File: config.mk
export PLATFORM = sky130hd
export DESIGN_NAME = fpga_glue_top
export DESIGN_NICKNAME = d
export VERILOG_FILES = /design/src/glue_pkg.sv /design/src/input_sync.sv /design/src/reset_sync.sv /design/src/glue_regs.sv /design/src/rtc_divider.sv /design/src/fan_pwm.sv /design/src/fpga_glue_top.sv
export VERILOG_INCLUDE_DIRS = /design/src
export SDC_FILE = /design/constraint.sdc
export NUM_CORES = 1
export LEC_CHECK = 0
export ABC_AREA = 1
export BUFFER_PORTS_ARGS = -buffer_cell sky130_fd_sc_hd__clkbuf_2
export CORE_MARGIN = 2
export CORE_UTILIZATION = 53
export CTS_CLUSTER_SIZE = 20
export DETAILED_ROUTE_END_ITERATION = 6
export GPL_TIMING_DRIVEN = 0
export PLACE_DENSITY = 0.8
export SKIP_LAST_GASP = 1
export SLEW_MARGIN = 30
export SYNTH_ARGS = -nofsm -noshare
export SYNTH_HDL_FRONTEND = slang
export SYNTH_SLANG_ARGS = --single-unit
File: constraint.sdc
create_clock -name soc_clk -period 1.3 [get_ports soc_clk]
set_input_delay 0.195 -clock soc_clk [delete_from_list [all_inputs] [get_ports soc_clk]]
set_output_delay 0.195 -clock soc_clk [all_outputs]
set_load 0.005 [all_outputs]
File: src/glue_cfg.svh
////////////////////////////////////////
// Board glue configuration
// Widths, register map, reset values and fan timing
////////////////////////////////////////

`ifndef GLUE_CFG_SVH
`define GLUE_CFG_SVH

// Bus and field widths
`define GLUE_APB_ADDR_W       8
`define GLUE_APB_DATA_W       32
`define GLUE_BOOT_W           2
`define GLUE_FAN_W            4
`define GLUE_RTC_DIV_W        16

// Reset half period for a 50-cycle RTC period
`define GLUE_RTC_HALF_DEFAULT 24

// soc_clk cycles per PWM slot
`define GLUE_FAN_PRESCALE     4
`define GLUE_SYNC_STAGES      2

// Register offsets
`define GLUE_ADDR_CTRL        8'h00
`define GLUE_ADDR_RTC_DIV     8'h04
`define GLUE_ADDR_FAN_DUTY    8'h08
`define GLUE_ADDR_STATUS      8'h0C

// CTRL fields
`define GLUE_CTRL_SOFT_RST    0
`define GLUE_CTRL_BOOT_SEL    1
`define GLUE_CTRL_BOOT_MODE   3:2
`define GLUE_CTRL_FAN_SEL     4

// STATUS fields
`define GLUE_STAT_BOOT        1:0
`define GLUE_STAT_FAN         7:4

`endif

File: src/glue_pkg.sv
////////////////////////////////////////
// Board glue types
// Data types shared by the glue blocks
////////////////////////////////////////

`include "glue_cfg.svh"

package glue_pkg;

  // APB bus
  typedef logic [`GLUE_APB_ADDR_W-1:0] apb_addr_t;
  typedef logic [`GLUE_APB_DATA_W-1:0] apb_data_t;

  // Boot mode as seen by the SoC
  typedef logic [`GLUE_BOOT_W-1:0] boot_mode_t;

  // Fan duty in sixteenths of a PWM period
  typedef logic [`GLUE_FAN_W-1:0] fan_duty_t;

  // RTC half period in soc_clk cycles less one
  typedef logic [`GLUE_RTC_DIV_W-1:0] rtc_div_t;

endpackage

File: src/input_sync.sv
////////////////////////////////////////
// Input synchronizer
// Flop chain for asynchronous board inputs
////////////////////////////////////////

`timescale 1ns/100ps
`include "glue_cfg.svh"

module input_sync #(
  parameter type payload_t = logic
) (
  input  logic     soc_clk,
  input  logic     rst_n,
  input  payload_t async_i,
  output payload_t sync_o
);

  payload_t sync_q [`GLUE_SYNC_STAGES];

  always_ff @(posedge soc_clk or negedge rst_n) begin
    if (!rst_n) begin
      for (int i = 0; i < `GLUE_SYNC_STAGES; i++) begin
        sync_q[i] <= '0;
      end
    end else begin
      // First stage may go metastable
      sync_q[0] <= async_i;
      for (int i = 1; i < `GLUE_SYNC_STAGES; i++) begin
        sync_q[i] <= sync_q[i-1];
      end
    end
  end

  assign sync_o = sync_q[`GLUE_SYNC_STAGES-1];

endmodule

File: src/reset_sync.sv
////////////////////////////////////////
// SoC reset generator
// Board reset plus soft reset with synchronous release
////////////////////////////////////////

`timescale 1ns/100ps

module reset_sync (
  input  logic soc_clk,
  input  logic rst_n,
  input  logic soft_rst_i,
  output logic soc_rst_n_o
);

  logic [1:0] rst_q;

  // Async clear from the board and sync clear from software
  always_ff @(posedge soc_clk or negedge rst_n) begin
    if (!rst_n) begin
      rst_q <= '0;
    end else if (soft_rst_i) begin
      rst_q <= '0;
    end else begin
      rst_q <= {rst_q[0], 1'b1};
    end
  end

  // Release two edges after both sources go inactive
  assign soc_rst_n_o = rst_q[1];

  ////////////////////////////////////////
  // Checks
  ////////////////////////////////////////

  // Soft reset reaches the SoC one cycle later at the latest
  soft_rst_asserts_a: assert property (
    @(posedge soc_clk) disable iff (!rst_n)
    soft_rst_i |=> !soc_rst_n_o
  );

endmodule

File: src/glue_regs.sv
////////////////////////////////////////
// Glue register block
// APB slave for control, RTC divider, fan duty and status
////////////////////////////////////////

`timescale 1ns/100ps
`include "glue_cfg.svh"

module glue_regs (
  input  logic                 soc_clk,
  input  logic                 rst_n,
  // APB slave
  input  logic                 psel_i,
  input  logic                 penable_i,
  input  logic                 pwrite_i,
  input  glue_pkg::apb_addr_t  paddr_i,
  input  glue_pkg::apb_data_t  pwdata_i,
  output glue_pkg::apb_data_t  prdata_o,
  output logic                 pready_o,
  output logic                 pslverr_o,
  // Synchronized board switches
  input  glue_pkg::boot_mode_t boot_sw_i,
  input  glue_pkg::fan_duty_t  fan_sw_i,
  // Controls to the glue logic
  output logic                 soft_rst_o,
  output glue_pkg::boot_mode_t boot_mode_o,
  output glue_pkg::rtc_div_t   rtc_half_o,
  output glue_pkg::fan_duty_t  fan_duty_o
);

  logic                 access;
  logic                 wr_en;
  logic                 addr_hit;
  logic                 ctrl_soft_rst_q;
  logic                 ctrl_boot_sel_q;
  glue_pkg::boot_mode_t ctrl_boot_mode_q;
  logic                 ctrl_fan_sel_q;
  glue_pkg::rtc_div_t   rtc_div_q;
  glue_pkg::fan_duty_t  fan_duty_q;
  glue_pkg::apb_data_t  rdata;

  assign access = psel_i & penable_i;
  assign wr_en  = access & pwrite_i;

  ////////////////////////////////////////
  // Decode and read mux
  ////////////////////////////////////////

  always_comb begin
    rdata    = '0;
    addr_hit = 1'b1;
    case (paddr_i)
      `GLUE_ADDR_CTRL: begin
        rdata[`GLUE_CTRL_SOFT_RST]  = ctrl_soft_rst_q;
        rdata[`GLUE_CTRL_BOOT_SEL]  = ctrl_boot_sel_q;
        rdata[`GLUE_CTRL_BOOT_MODE] = ctrl_boot_mode_q;
        rdata[`GLUE_CTRL_FAN_SEL]   = ctrl_fan_sel_q;
      end
      `GLUE_ADDR_RTC_DIV: begin
        rdata[`GLUE_RTC_DIV_W-1:0] = rtc_div_q;
      end
      `GLUE_ADDR_FAN_DUTY: begin
        rdata[`GLUE_FAN_W-1:0] = fan_duty_q;
      end
      `GLUE_ADDR_STATUS: begin
        rdata[`GLUE_STAT_BOOT] = boot_sw_i;
        rdata[`GLUE_STAT_FAN]  = fan_sw_i;
      end
      default: begin
        addr_hit = 1'b0;
      end
    endcase
  end

  // No wait states
  assign pready_o  = 1'b1;
  assign prdata_o  = (access && !pwrite_i) ? rdata : '0;
  // STATUS is read only
  assign pslverr_o = access & (~addr_hit | (pwrite_i & (paddr_i == `GLUE_ADDR_STATUS)));

  ////////////////////////////////////////
  // Register writes
  ////////////////////////////////////////

  always_ff @(posedge soc_clk or negedge rst_n) begin
    if (!rst_n) begin
      ctrl_soft_rst_q  <= 1'b0;
      ctrl_boot_sel_q  <= 1'b0;
      ctrl_boot_mode_q <= '0;
      ctrl_fan_sel_q   <= 1'b0;
      rtc_div_q        <= glue_pkg::rtc_div_t'(`GLUE_RTC_HALF_DEFAULT);
      fan_duty_q       <= '0;
    end else if (wr_en) begin
      case (paddr_i)
        `GLUE_ADDR_CTRL: begin
          ctrl_soft_rst_q  <= pwdata_i[`GLUE_CTRL_SOFT_RST];
          ctrl_boot_sel_q  <= pwdata_i[`GLUE_CTRL_BOOT_SEL];
          ctrl_boot_mode_q <= pwdata_i[`GLUE_CTRL_BOOT_MODE];
          ctrl_fan_sel_q   <= pwdata_i[`GLUE_CTRL_FAN_SEL];
        end
        `GLUE_ADDR_RTC_DIV: begin
          rtc_div_q <= pwdata_i[`GLUE_RTC_DIV_W-1:0];
        end
        `GLUE_ADDR_FAN_DUTY: begin
          fan_duty_q <= pwdata_i[`GLUE_FAN_W-1:0];
        end
        default: begin
        end
      endcase
    end
  end

  // Switch or register override
  assign soft_rst_o  = ctrl_soft_rst_q;
  assign boot_mode_o = ctrl_boot_sel_q ? ctrl_boot_mode_q : boot_sw_i;
  assign fan_duty_o  = ctrl_fan_sel_q ? fan_duty_q : fan_sw_i;
  assign rtc_half_o  = rtc_div_q;

  // Access phase only after a setup phase
  apb_setup_first_a: assert property (
    @(posedge soc_clk) disable iff (!rst_n)
    penable_i |-> $past(psel_i)
  );

endmodule

File: src/rtc_divider.sv
////////////////////////////////////////
// RTC divider
// Toggles rtc_o every half_i+1 soc_clk cycles
////////////////////////////////////////

`timescale 1ns/100ps

module rtc_divider (
  input  logic               soc_clk,
  input  logic               soc_rst_n_i,
  input  glue_pkg::rtc_div_t half_i,
  output logic               rtc_o
);

  glue_pkg::rtc_div_t cnt_q;
  logic               rtc_q;
  logic               wrap;

  // Greater-or-equal so a lowered divider never strands the count
  assign wrap = (cnt_q >= half_i);

  always_ff @(posedge soc_clk or negedge soc_rst_n_i) begin
    if (!soc_rst_n_i) begin
      cnt_q <= '0;
      rtc_q <= 1'b0;
    end else if (wrap) begin
      cnt_q <= '0;
      rtc_q <= ~rtc_q;
    end else begin
      cnt_q <= cnt_q + 1'b1;
    end
  end

  assign rtc_o = rtc_q;

  ////////////////////////////////////////
  // Checks
  ////////////////////////////////////////

  // Count stays below all-ones unless the divider was programmed to it
  cnt_below_max_a: assert property (
    @(posedge soc_clk) disable iff (!soc_rst_n_i)
    (cnt_q == '1) |-> ($past(half_i) == '1)
  );

endmodule

File: src/fan_pwm.sv
////////////////////////////////////////
// Fan PWM generator
// 16 slots of GLUE_FAN_PRESCALE cycles each
////////////////////////////////////////

`timescale 1ns/100ps
`include "glue_cfg.svh"

module fan_pwm (
  input  logic                soc_clk,
  input  logic                soc_rst_n_i,
  input  glue_pkg::fan_duty_t duty_i,
  output logic                fan_pwm_o
);

  localparam int unsigned PRESCALE = `GLUE_FAN_PRESCALE;
  localparam int unsigned PRE_W    = (PRESCALE > 1) ? $clog2(PRESCALE) : 1;

  logic [PRE_W-1:0]    pre_q;
  logic                slot_step;
  glue_pkg::fan_duty_t slot_q;
  logic                pwm_q;

  // Last prescaler cycle of a slot
  assign slot_step = (pre_q == PRE_W'(PRESCALE - 1));

  always_ff @(posedge soc_clk or negedge soc_rst_n_i) begin
    if (!soc_rst_n_i) begin
      pre_q  <= '0;
      slot_q <= '0;
      pwm_q  <= 1'b0;
    end else begin
      pwm_q <= (slot_q < duty_i);
      if (slot_step) begin
        pre_q  <= '0;
        // Wraps after slot 15
        slot_q <= slot_q + 1'b1;
      end else begin
        pre_q <= pre_q + 1'b1;
      end
    end
  end

  assign fan_pwm_o = pwm_q;

  // Zero duty keeps the fan off
  zero_duty_off_a: assert property (
    @(posedge soc_clk) disable iff (!soc_rst_n_i)
    (duty_i == '0) |=> !fan_pwm_o
  );

endmodule

File: src/fpga_glue_top.sv
////////////////////////////////////////
// FPGA board glue
// Reset, boot mode, RTC clock and fan control for the SoC
////////////////////////////////////////

`timescale 1ns/100ps

module fpga_glue_top (
  input  logic                 soc_clk,
  input  logic                 rst_n,
  // APB slave
  input  logic                 psel_i,
  input  logic                 penable_i,
  input  logic                 pwrite_i,
  input  glue_pkg::apb_addr_t  paddr_i,
  input  glue_pkg::apb_data_t  pwdata_i,
  output glue_pkg::apb_data_t  prdata_o,
  output logic                 pready_o,
  output logic                 pslverr_o,
  // Asynchronous board switches
  input  glue_pkg::boot_mode_t boot_mode_sw_i,
  input  glue_pkg::fan_duty_t  fan_sw_i,
  // To the SoC and the board
  output logic                 soc_rst_n_o,
  output glue_pkg::boot_mode_t boot_mode_o,
  output logic                 rtc_o,
  output logic                 fan_pwm_o
);

  glue_pkg::boot_mode_t boot_sw_sync;
  glue_pkg::fan_duty_t  fan_sw_sync;
  logic                 soft_rst;
  glue_pkg::rtc_div_t   rtc_half;
  glue_pkg::fan_duty_t  fan_duty;

  ////////////////////////////////////////
  // Switch synchronizers
  ////////////////////////////////////////

  input_sync #(
    .payload_t ( glue_pkg::boot_mode_t )
  ) u_boot_sync (
    .soc_clk ( soc_clk        ),
    .rst_n   ( rst_n          ),
    .async_i ( boot_mode_sw_i ),
    .sync_o  ( boot_sw_sync   )
  );

  input_sync #(
    .payload_t ( glue_pkg::fan_duty_t )
  ) u_fan_sync (
    .soc_clk ( soc_clk     ),
    .rst_n   ( rst_n       ),
    .async_i ( fan_sw_i    ),
    .sync_o  ( fan_sw_sync )
  );

  reset_sync u_reset_sync (
    .soc_clk     ( soc_clk     ),
    .rst_n       ( rst_n       ),
    .soft_rst_i  ( soft_rst    ),
    .soc_rst_n_o ( soc_rst_n_o )
  );

  ////////////////////////////////////////
  // Registers and generators
  ////////////////////////////////////////

  glue_regs u_glue_regs (
    .soc_clk     ( soc_clk      ),
    .rst_n       ( rst_n        ),
    .psel_i      ( psel_i       ),
    .penable_i   ( penable_i    ),
    .pwrite_i    ( pwrite_i     ),
    .paddr_i     ( paddr_i      ),
    .pwdata_i    ( pwdata_i     ),
    .prdata_o    ( prdata_o     ),
    .pready_o    ( pready_o     ),
    .pslverr_o   ( pslverr_o    ),
    .boot_sw_i   ( boot_sw_sync ),
    .fan_sw_i    ( fan_sw_sync  ),
    .soft_rst_o  ( soft_rst     ),
    .boot_mode_o ( boot_mode_o  ),
    .rtc_half_o  ( rtc_half     ),
    .fan_duty_o  ( fan_duty     )
  );

  // Both generators run from the SoC reset
  rtc_divider u_rtc_divider (
    .soc_clk     ( soc_clk     ),
    .soc_rst_n_i ( soc_rst_n_o ),
    .half_i      ( rtc_half    ),
    .rtc_o       ( rtc_o       )
  );

  fan_pwm u_fan_pwm (
    .soc_clk     ( soc_clk     ),
    .soc_rst_n_i ( soc_rst_n_o ),
    .duty_i      ( fan_duty    ),
    .fan_pwm_o   ( fan_pwm_o   )
  );

endmodule

## Yosys cells after proc, flatten, opt, wreduce, memory -nomap -nowiden

Cells that the tools add are included.

- Output and inout bits: 39
- Register bits after elaboration: 63
- Input bits: 51

- Equal/unequal tests: 4
- Muxes and demuxes: 12
- Add/subtract/negate cells: 3
- Bitwise gates (word level): 7
- Magnitude comparators: 2
- Reduce and logical (&&, ||, !) cells: 7

Operators with widths:

| cell | number |
|---|---|
| $mux 16 | 2 |
| $add 16x1->16 const B | 1 |
| $eq 8x4->1 const B | 2 |
| $ge 16x16->1 | 1 |
| $eq 8x3->1 const B | 1 |
| $logic_not 8->1 | 1 |
| $mux 8 | 1 |
| $pmux 2 s4 | 1 |
| $mux 2 | 3 |
| $pmux 2 s3 | 1 |
| $pmux 3 s2 | 1 |
| $reduce_and 2->1 | 3 |
| $add 4x1->4 const B | 1 |
| $and 1x1->1 | 4 |
| $lt 4x4->1 | 1 |
| $mux 4 | 1 |
| $reduce_or 4->1 | 1 |
| $pmux 1 s3 | 1 |
| $add 2x1->2 const B | 1 |
| $eq 2x2->1 const B | 1 |
| $not 1->1 | 2 |
| $logic_and 1x1->1 | 1 |
| $logic_not 1->1 | 1 |
| $mux 1 | 1 |
| $or 1x1->1 | 1 |

## Depth between registers and ports, before layout

Gate-level depths: netlist (run 1).

- Depth after elaboration: 6
- Mapped depth: 13
- Depth with buffers taken out: 13

## Modules after synthesis

A second synthesis (run 1) with hierarchy kept.

- Cell total of the unflattened synthesis: 452
- Area total of the unflattened synthesis: 3702.3 um^2

Modules (own cells, without submodules):

| module | cells each | seq. area each (um^2) | instances | area each (um^2) |
|---|---|---|---|---|
| glue_regs | 229 | 628.1 | 1 | 1670.4 |
| rtc_divider | 164 | 425.4 | 1 | 1262.5 |
| fan_pwm | 36 | 175.2 | 1 | 360.3 |
| input_sync (u_fan_sync) | 12 | 200.2 | 1 | 230.2 |
| input_sync (u_boot_sync) | 6 | 100.1 | 1 | 115.1 |
| reset_sync | 5 | 50.0 | 1 | 63.8 |

## Least setup slack after synthesis (run 1)

No wires, ideal clock.

- Path type: flip-flop to flip-flop
- From: register u_glue_regs.rtc_div_q[3], in the netlist u_glue_regs.rtc_half_o[3]
- To: register u_rtc_divider.cnt_q[10]
- Stages on the path, launching flop included: 13
- Clock period less this slack: 1727 ps
- Arrival time: 1607 ps
- Required time: 1180 ps
- Slack: -427 ps
- Setup time: 120 ps
- Cell sequence: dfstp_2 > inv_1 > ha_1 > nand2_1 > nor2_1 > nor2_1 > nand2_1 > nand2_1 > nand2_1 > nand2_1 > nand2_1 > buf_2 > nor2_1

- Cells in the longest elaborated chain, start to end: 2

RTL lines:

| element | RTL line | text |
|---|---|---|
| start, declared | glue_regs.sv:38 | `glue_pkg::rtc_div_t rtc_div_q;` |
| start signal, assigned | glue_regs.sv:91 | `` rtc_div_q <= glue_pkg::rtc_div_t'(`GLUE_RTC_HALF_DEFAULT); `` |
| start signal, assigned | glue_regs.sv:102 | `` rtc_div_q <= pwdata_i[`GLUE_RTC_DIV_W-1:0]; `` |
| $ge 16x16->1 | rtc_divider.sv:20 | `assign wrap = (cnt_q >= half_i);` |
| $mux 16 | rtc_divider.sv:26 | `end else if (wrap) begin` |
| end signal, assigned | rtc_divider.sv:30 | `cnt_q <= cnt_q + 1'b1;` |
| end, declared | rtc_divider.sv:15 | `glue_pkg::rtc_div_t cnt_q;` |

No other way between the ends.
A chain may end at the register's enable or synchronous reset.

## Final worst setup path (run 1)

- From: register u_rtc_divider.cnt_q[0]
- To: register u_rtc_divider.cnt_q[1]

- Cells in the longest elaborated chain, start to end: 2

RTL lines:

| element | RTL line |
|---|---|
| $add 16x1->16 / $ge 16x16->1 (equally long branches) | rtc_divider.sv:30, rtc_divider.sv:20 |
| $mux 16 (*) | rtc_divider.sv:26 |

Mark *: on every way between the ends. The rest lies on a longest branch, timed or not.

==> impl_metrics.toml, run 1 <==
[status]
outcome = "finished with violations"
violations = "negative hold slack, negative setup slack"

[detailed_routing]
route.vias.total = 3186
dr.pass1.iters = 5
routed_wl_um = 9432
drc = 0
vias_per_cell = 5.455
ant_nets = 0
drtIter0Drc = 266
post_drt_wl_per_cell_um = 16.15

[grt]
grt-ovfl-total = 0
grt_max_degree = 40
antenna_found_initial = 0
use_met2_pct = 38.64
track_usage_pct = 24.11
grt_pass1_wl_um = 13500
grt-busiest-layer = "met2"
grt_use_met3_pct = 4.767
grt.met1_usage_pct = 30.24
grt_pass1_vias = 2933

[worst_setup_path]
endpoint_kind = "register"
crit_type = "register to register"
required_ns = 1.59
start_kind = "register"
crit_top_cell = "nand2_2"
crit_fanout = 5
cp.arrival_ns = 2.07
max_stage_delay_ns = 0.46
crit_path_cell_trace = "inv_1 -> ha_1 -> nand2_1 -> nor2_4 -> nor2_2 -> nand2_2 -> nand2_2 -> nand2_2 -> nand2_4 -> nand2_4 -> buf_12 -> nor2_4"
crit_slowest_cell = "dfrtp_1"

[sta]
slew_violations = 0
max_freq_ghz = 0.5601
rsz0062_at_grt = "yes"
layout_setup_ws_ns = -0.4855
tightest_slew_ns = 0.8638
clock_skew_ns = 0.01057
relSlewSlack_pct = 42.42
period_share_pct = 137.3
period_needed_ns = 1.785
timing.hold.ws_ns = -0.04531
hold_viol = 37
setup_viol = 37

[synth]
async_reset_ff_share_pct = 100.0
synth_flop_cell = "dfrtp_1"
synthTopCellsByCount = "nand2_1 (77), dfrtp_1 (61), inv_1 (49)"
synth_seq_area_share_pct = 45.48
synth_area_leaders = "dfrtp_1 (44%), nand2_1 (8.3%), ha_1 (7.9%), inv_1 (5.3%), nor2_1 (4.9%)"
synthCells = 396
syn_area_per_cell_um2 = 8.768
synth_edf_count = 0
yosys.cell_count.top_type = "nand2_1"
ys_ff_latch = 63
ys_types = 33
synth_top_area_share_pct = 43.96
ys_warn_count = 0
synth_area_um2 = 3472
synth_largest_area_cell = "dfrtp_1"

[pwr]
total_power_w = 0.006201
leakagePower_nw = 2.382
ir_drop_mv = 0.9884
power.density_nw_per_um2 = 1316

[floorplanning]
io_pins = 90
rows = 29
start_util_pct = 54.68
die_area_um2 = 7215
coreArea_um2 = 6350
fp.dieH_um = 84.94
die_w_um = 84.94

[cts]
clk_pin_slew_ns = 0.08
clkSinkCount = 63
cts_root_buf = "clkbuf_8"
cts_buffer_depth = 2
clock_latency_ns = 0.35
cts_max_level = 3
cts_tree = "yes"
cts_made_buffers = 9

[placed_design]
numPortBuffers = 56
gp_congestion = 0.8813
hpwl_um = 5566
post-place-ws_ns = -0.4852

[final_layout]
final_util_pct = 74.23
syn2layout_area_growth_pct = 35.75
final_layout_size_suffix_gt1_share_pct = 42.60
diodes = 0
nets = 575

[flow_run]
max_cap_viol_count = 0

[min_path]
hp-class = "input pin to asynchronous set/reset pin"
metrics by stage:
step | hold slack, ns | std cells | cell area [µm²] | TNS [ns]
after floorplan | -0.1006 | 411 | 3550 | -3.982
after global placement | 0.3038 | 544 | 3926 | -15.60
after detailed placement | 0.2840 | 544 | 3928 | -17.43
after CTS | 0.004955 | 579 | 4462 | -9.745
after global routing | 0.01953 | 584 | 4713 | -14.23
final | -0.04531 | 584 | 4713 | -11.42
routing by layer:
layer / wire, µm / up-vias
met3: 659 / 57
met4: 488 / 0
met5: 0 / -
met1: 3637 / 1505
li1: - / 1450
met2: 4646 / 174
power by group:
part	switching, W	internal (W)
clock	0.000860	0.000904
sequential	0.000355	0.00224
combinational	0.00100	0.000839
critical path: cells and delay by family (launching register included):
family	cells	cell delay [ns]
adders and majority gates	1	0.26
buffers and inverters	2	0.23
DFF	1	0.46
and+or+nand+nor	9	0.75
sequential cells by signal, indices dropped and copies added (netlist names):
register and count:
u_glue_regs.soft_rst_o 1, u_glue_regs.ctrl_boot_mode_q 2, u_glue_regs.fan_duty_q 4, u_fan_sync.sync_q 4
u_glue_regs.rtc_half_o 16, u_fan_pwm.pre_q 2, u_reset_sync.rst_q 2, u_fan_pwm.fan_pwm_o 1
u_glue_regs.ctrl_fan_sel_q 1, u_rtc_divider.cnt_q 16, u_glue_regs.ctrl_boot_sel_q 1, u_boot_sync.sync_q 2
u_fan_sync.sync_o 4, u_fan_pwm.slot_q 4, u_rtc_divider.rtc_o 1, u_boot_sync.sync_o 2
path summary, 6_finish.rpt:
| kind | to | cells after the start | slack, ns | from |
|---|---|---|---|---|
| worst max-delay path | u_rtc_divider.cnt_q[1]$_DFF_PN0_ | 12 | -0.49 | u_rtc_divider.cnt_q[0]$_DFF_PN0_ |
| worst min-delay path | u_boot_sync.sync_q[3]$_DFF_PN0_ | 1 | -0.05 | rst_n |
| worst max register to register | u_rtc_divider.cnt_q[1]$_DFF_PN0_ | 12 | -0.49 | u_rtc_divider.cnt_q[0]$_DFF_PN0_ |
| worst min register to register | u_rtc_divider.cnt_q[1]$_DFF_PN0_ | 1 | 0.30 | u_reset_sync.rst_q[1]$_DFF_PN0_ |
| max in group asynchronous | u_fan_pwm.slot_q[3]$_DFFE_PN0P_ | 2 | 0.62 | u_reset_sync.rst_q[1]$_DFF_PN0_ |
| min in group soc_clk | u_glue_regs.rtc_half_o[4]$_DFFE_PN1P_ | 3 | 0.06 | pwdata_i[4] |
repair_timing:
item / 4_1_cts / 5_1_grt
resized for setup: 53 / 70
cloned: 1 / 0
pin swaps: 17 / 29
hold endpoints to repair: 6 / 0
buffers inserted: 12 / 7
hold buffers: 6 / 0
endpoints found under the setup margin: 38 / 46
logic make-up after synthesis:
| kind of cell | synth area share, % |
|---|---|
| mux | 1.225 |
| other cells | 0.2163 |
| simple gates | 21.30 |
| compound gates | 9.298 |
| xor+xnor | 4.036 |
| fa+ha+maj | 7.928 |
| flops | 45.48 |
| buf+inv | 10.52 |
area by class of cell:
type	count	area [µm²]
multi-input combinational	274	1914
clock inverter	7	80.08
buffer	22	187.7
tap	77	96.34
clock buffer	9	123.9
fill	402	1637
timing repair buffer	81	524.3
sequential	63	1585
inverter	51	201.4
layout by cell type (no fill, tap or decap), drive strengths merged:
master	count
a21o	1
a21oi	24
a31oi	1
buf	53
bufinv	1
clkbuf	53
clkinv	2
clkinvlp	2
conb	17
dfrtp	61
dfstp	2
dlygate4sd3	6
ha	22
inv	53
mux2	2
mux2i	2
nand2	79
nand3	16
nand3b	1
nand4	5
nor2	49
nor3	14
o21a	1
o21ai	23
o22ai	1
xnor2	4
xor2	12
Note: power is estimated with default switching activity, not from simulation.
==> run 2: changes to the inputs <==
Settings changed: CORE_UTILIZATION 53 to 55, CTS_BUF_LIST from default to sky130_fd_sc_hd__clkbuf_4, MAX_ROUTING_LAYER from default to met4, PLACE_DENSITY 0.8 to 0.83.
==> impl_metrics.toml, run 2 (synthesis results as in run 1) <==
[status]
outcome = "finished with violations"
violations = "design-rule violations, negative setup slack"

[final_layout]
syn2layout_area_growth_pct = 35.17
mostFrequentLayoutCells = "nand2_1 (59), dfrtp_1 (57), inv_1 (42)"
diodes = 0
fillers = 370
final_util_pct = 77.89
final_common_cell = "nand2_1"
nets = 580
fin_cells = 587
final_layout_size_suffix_gt1_share_pct = 41.21

[sta]
period_needed_ns = 1.783
slew_violations = 0
timing.hold.ws_ns = 0.008145
clock_skew_ns = 0.01817
max_freq_ghz = 0.5610
layout_setup_ws_ns = -0.4826
rsz0062_at_grt = "yes"
period_share_pct = 137.1
hold_viol = 0
setup_viol = 37

[detailed_routing]
post_drt_wl_per_cell_um = 16.97
wl_met3_um = 868
topRoutingLayerUsed = "met4"
route.vias.total = 3292
vias_per_cell = 5.608
routed_wl_um = 9962
drc = 1
routedLengthMet1_um = 3828
drtIter0Drc = 446
ant_nets = 0
wl_met2_um = 4832
dr.pass1.iters = 7

[cts]
cts_tree = "yes"
clkSinkCount = 63
cts_buffer_depth = 2
clock_latency_ns = 0.42
clk_pin_slew_ns = 0.11
cts_root_buf = "clkbuf_4"
cts_made_buffers = 9
cts_max_level = 3

[floorplanning]
rows = 28
die_area_um2 = 6965
coreArea_um2 = 6026
fp.dieH_um = 83.46
io_pins = 90
die_w_um = 83.46
start_util_pct = 57.62

[pwr]
seqPwrFrac_pct = 44.5
power_frac_clock_pct = 27.0
switching_share_pct = 34.52
intPower_w = 0.003747
power.density_nw_per_um2 = 1219
p_sw_w = 0.001975
total_power_w = 0.005722
ir_drop_mv = 0.9937
comb_power_share_pct = 28.6
leakagePower_nw = 2.387

[placed_design]
gp_congestion = 0.9129
placedCellCount = 542
hpwl_um = 5605
numPortBuffers = 56
post-place-ws_ns = -0.4980

[grt]
grt_pass1_vias = 3082
grt-ovfl-total = 0
grt_max_degree = 40
grt_pass1_wl_um = 14820
antenna_found_initial = 0
track_usage_pct = 27.73

[worst_setup_path]
startpoint = "u_glue_regs.rtc_half_o[3]$_DFFE_PN1P_"
worstReg2RegStart = "u_glue_regs.rtc_half_o[3]$_DFFE_PN1P_"
required_ns = 1.61
cp.arrival_ns = 2.09
worstSetupEndpoint = "u_rtc_divider.rtc_o$_DFFE_PN0P_"
crit_type = "register to register"
reg2reg_depth = 12
crit_fanout = 2
crit_slowest_cell = "dfstp_2"
reg2reg_slack_ns = -0.48
crit_path_cell_trace = "inv_2 -> ha_4 -> nand2_2 -> nor2_1 -> nor2_1 -> nand2_1 -> nand2_2 -> nand2_4 -> nand2_4 -> buf_4 -> nand3_1 -> nand2_1"
endpoint_kind = "register"
rr_endpoint = "u_rtc_divider.rtc_o$_DFFE_PN0P_"
max_stage_delay_ns = 0.56
start_kind = "register"

[min_path]
holdPathStages = 3
hp-class = "input pin to register"

[flow_run]
max_cap_viol_count = 0
-- run 2: area by class of cell --
cell class                 instances  area [µm²]  share of cell area (%)
tap                               75       93.84                   1.999
clock inverter                     6       85.08                   1.813
clock buffer                      10       75.07                   1.600
inverter                          51       201.4                   4.292
sequential                        63        1587                   33.80
timing repair buffer              86       583.1                   12.42
multi-input combinational        274        1888                   40.23
buffer                            22       180.2                   3.839
-- run 2: what timing repair did --
item | 4_1_cts | 5_1_grt
setup endpoints to repair | 38 | 41
endpoints found under the hold margin | 43 | 0
hold buffers | 7 | 0
pin swaps | 14 | 15
cloned | 1 | 0
setup buffers | 22 | 4
resized for setup | 48 | 71
-- run 2: critical path: cells and delay by family, from the launching register on --
family / cells / cell delay [ns]
and+or+nand+nor: 9 / 0.65
buffers and inverters: 2 / 0.20
DFF: 1 / 0.56
adders and majority gates: 1 / 0.27
-- run 2: worst min path at each step --
stage                                          startpoint                                     to
after floorplan                                     rst_n        u_boot_sync.sync_o[0]$_DFF_PN0_
after global placement                        fan_sw_i[2]         u_fan_sync.sync_q[6]$_DFF_PN0_
after detailed placement  u_reset_sync.rst_q[1]$_DFF_PN0_      u_rtc_divider.cnt_q[15]$_DFF_PN0_
after CTS                                     pwdata_i[4]  u_glue_regs.rtc_half_o[4]$_DFFE_PN1P_
after global routing                          pwdata_i[4]  u_glue_regs.rtc_half_o[4]$_DFFE_PN1P_
final                                         pwdata_i[4]  u_glue_regs.rtc_half_o[4]$_DFFE_PN1P_
-- run 2: through the flow --
step,instance area (µm²),setup TNS (ns)
global placement,3924,-15.62
detailed placement,3925,-18.29
floorplan,3550,-3.982
CTS,4498,-10.29
global route,4693,-14.46
finish,4693,-11.97
-- run 2: metal layers --
| layer | GRT usage (%) | vias to the layer above |
|---|---|---|
| met5 | - | - |
| met4 | 11.44 | 0 |
| met3 | 6.231 | 53 |
| met2 | 44.65 | 205 |
| met1 | 34.07 | 1571 |
| li1 | - | 1463 |
-- run 2: power by group through the flow --
stage	Sequential, W	Combinational, W	Clock (W)
2_1_floorplan	0.00250	0.000894	0
3_3_place_gp	0.00257	0.00110	0
3_5_place_dp	0.00259	0.00116	0
4_1_cts	0.00252	0.00139	0.00155
5_1_grt	0.00257	0.00181	0.00164
6_report	0.00254	0.00163	0.00154
==> run 3: changes to the inputs <==
Settings changed: RECOVER_POWER from default to 100.
==> impl_metrics.toml, run 3 (synthesis results as in run 1) <==
[detailed_routing]
drtIter0Drc = 432
routed_wl_um = 10010
dr.pass1.iters = 7
drc = 1
route.vias.total = 3307
vias_per_cell = 5.634
post_drt_wl_per_cell_um = 17.06
ant_nets = 0

[placed_design]
hpwl_um = 5605
numPortBuffers = 56
gp_congestion = 0.9129
post-place-ws_ns = -0.4980

[cts]
clkSinkCount = 63
cts_made_buffers = 9
cts_root_buf = "clkbuf_4"
cts_max_level = 3
clk_pin_slew_ns = 0.11
cts_buffer_depth = 2
cts_tree = "yes"
clock_latency_ns = 0.42

[worst_setup_path]
required_ns = 1.61
critPathBufInv = 2
crit_path_cell_trace = "inv_2 -> ha_4 -> nand2_2 -> nor2_1 -> nor2_1 -> nand2_1 -> nand2_2 -> nand2_4 -> nand2_4 -> buf_4 -> nand3_1 -> nand2_1"
crit_type = "register to register"
critical-path-top-delay-family = "simple AND/OR/NAND/NOR gates"
cp.arrival_ns = 2.10
crit_slowest_cell = "dfstp_2"
start_kind = "register"
endpoint_kind = "register"
crit_fanout = 2
max_stage_delay_ns = 0.56

[floorplanning]
fp.dieH_um = 83.46
coreArea_um2 = 6026
die_w_um = 83.46
io_pins = 90
start_util_pct = 57.62
die_area_um2 = 6965
rows = 28

[sta]
period_needed_ns = 1.790
hold_viol = 0
tightest_slew_ns = 0.9681
max_freq_ghz = 0.5587
layout_setup_ws_ns = -0.4899
period_share_pct = 137.7
setup_viol = 53
relSlewSlack_pct = 35.46
slew_violations = 0
rsz0062_at_grt = "yes"
clock_skew_ns = 0.01603

[grt]
track_usage_pct = 27.73
grt_max_degree = 40
antenna_found_initial = 0
grt_pass1_wl_um = 14820
grt_pass1_vias = 3082
grt-ovfl-total = 0

[pwr]
ir_drop_mv = 0.9996
total_power_w = 0.005725
p_sw_w = 0.001981
leakagePower_nw = 2.368
comb_power_share_pct = 28.6
switching_share_pct = 34.60
power.density_nw_per_um2 = 1227
intPower_w = 0.003744
power_frac_clock_pct = 26.9
seqPwrFrac_pct = 44.4

[status]
outcome = "finished with violations"
violations = "design-rule violations, negative setup slack"

[final_layout]
mostFrequentLayoutCells = "nand2_1 (59), dfrtp_1 (57), inv_1 (43)"
diodes = 0
syn2layout_area_growth_pct = 34.34
nets = 580
final_common_cell = "nand2_1"
final_layout_size_suffix_gt1_share_pct = 40.43

[min_path]
hp-class = "input pin to register"

[flow_run]
max_cap_viol_count = 0
==> run 3: cell count changes in the layout (fill, tap and decap cells not counted) <==
cell      delta
buf_4        -3
buf_6        -2
clkbuf_1     +3
clkbuf_2     +1
clkbuf_4     +1
clkinv_2     +1
inv_1        +1
inv_2        -1
inv_4        -1
nor3_2       +1
nor3_4       -1
==> run 3: through the flow <==
stage / util (%) / instance area, µm² / instances / setup TNS, ns / hold WS (ns)
after floorplan: - / 3550 / 411 / -3.982 / -0.1006
after global placement: 65.12 / 3924 / 542 / -15.62 / 0.3031
after detailed placement: 65.14 / 3925 / 542 / -18.29 / 0.2903
after CTS: 74.65 / 4498 / 587 / -10.29 / 0.009571
after global routing: 77.41 / 4664 / 587 / -17.03 / 0.02125
final: 77.41 / 4664 / 587 / -13.50 / 0.007263
==> run 3: tightest hold or removal path, stage by stage <==
cell	delay [ns]
clkbuf_2	0.09
inv_1	0.08
o21ai_2	0.06
==> run 3: final cells by class <==
| class | instances | area [µm²] |
|---|---|---|
| Inverter | 51 | 200.2 |
| Clock inverter | 6 | 85.08 |
| Timing Repair Buffer | 86 | 561.8 |
| Tap cell | 75 | 93.84 |
| Fill cell | 380 | 1361 |
| Multi-Input combinational cell | 274 | 1882 |
| Sequential cell | 63 | 1587 |
| Clock buffer | 10 | 75.07 |
| Buffer | 22 | 180.2 |
==> run 3: repair_timing <==
item,CTS,global route
gates resized for setup,48,71
cloned,1,0
hold buffers,7,0
setup endpoints to repair,38,41
buffers inserted,22,4
pin swaps,14,15
endpoints found under the hold margin,43,0
==> run 3: power by group through the flow <==
stage	Combinational [W]	Sequential, W	Clock [W]
floorplan	0.000894	0.00250	0
global placement	0.00110	0.00257	0
detailed placement	0.00116	0.00259	0
CTS	0.00139	0.00252	0.00155
global route	0.00180	0.00257	0.00164
finish	0.00164	0.00254	0.00154
==> run 3: path summary, 6_finish.rpt <==
check / cells past startpoint / end / startpoint / slack (ns)
worst max-delay path: 12 / u_rtc_divider.rtc_o$_DFFE_PN0P_ / u_glue_regs.rtc_half_o[3]$_DFFE_PN1P_ / -0.49
worst min-delay path: 3 / u_glue_regs.rtc_half_o[4]$_DFFE_PN1P_ / pwdata_i[4] / 0.007
worst max register to register: 12 / u_rtc_divider.rtc_o$_DFFE_PN0P_ / u_glue_regs.rtc_half_o[3]$_DFFE_PN1P_ / -0.49
worst min register to register: 0 / u_fan_sync.sync_o[3]$_DFF_PN0_ / u_fan_sync.sync_q[7]$_DFF_PN0_ / 0.36
max in group asynchronous: 2 / u_fan_pwm.slot_q[0]$_DFFE_PN0P_ / u_reset_sync.rst_q[1]$_DFF_PN0_ / 0.13
min in group asynchronous: 2 / u_boot_sync.sync_o[0]$_DFF_PN0_ / rst_n / 0.46
==> run 3: per-layer routing <==
| metal | track usage [%] | vias to the layer above | share of wire (%) |
|---|---|---|---|
| met5 | - | - | 0 |
| met4 | 11.44 | 0 | 4.8 |
| met3 | 6.231 | 72 | 8.2 |
| met2 | 44.65 | 227 | 48 |
| met1 | 34.07 | 1543 | 39 |
| li1 | - | 1465 | - |
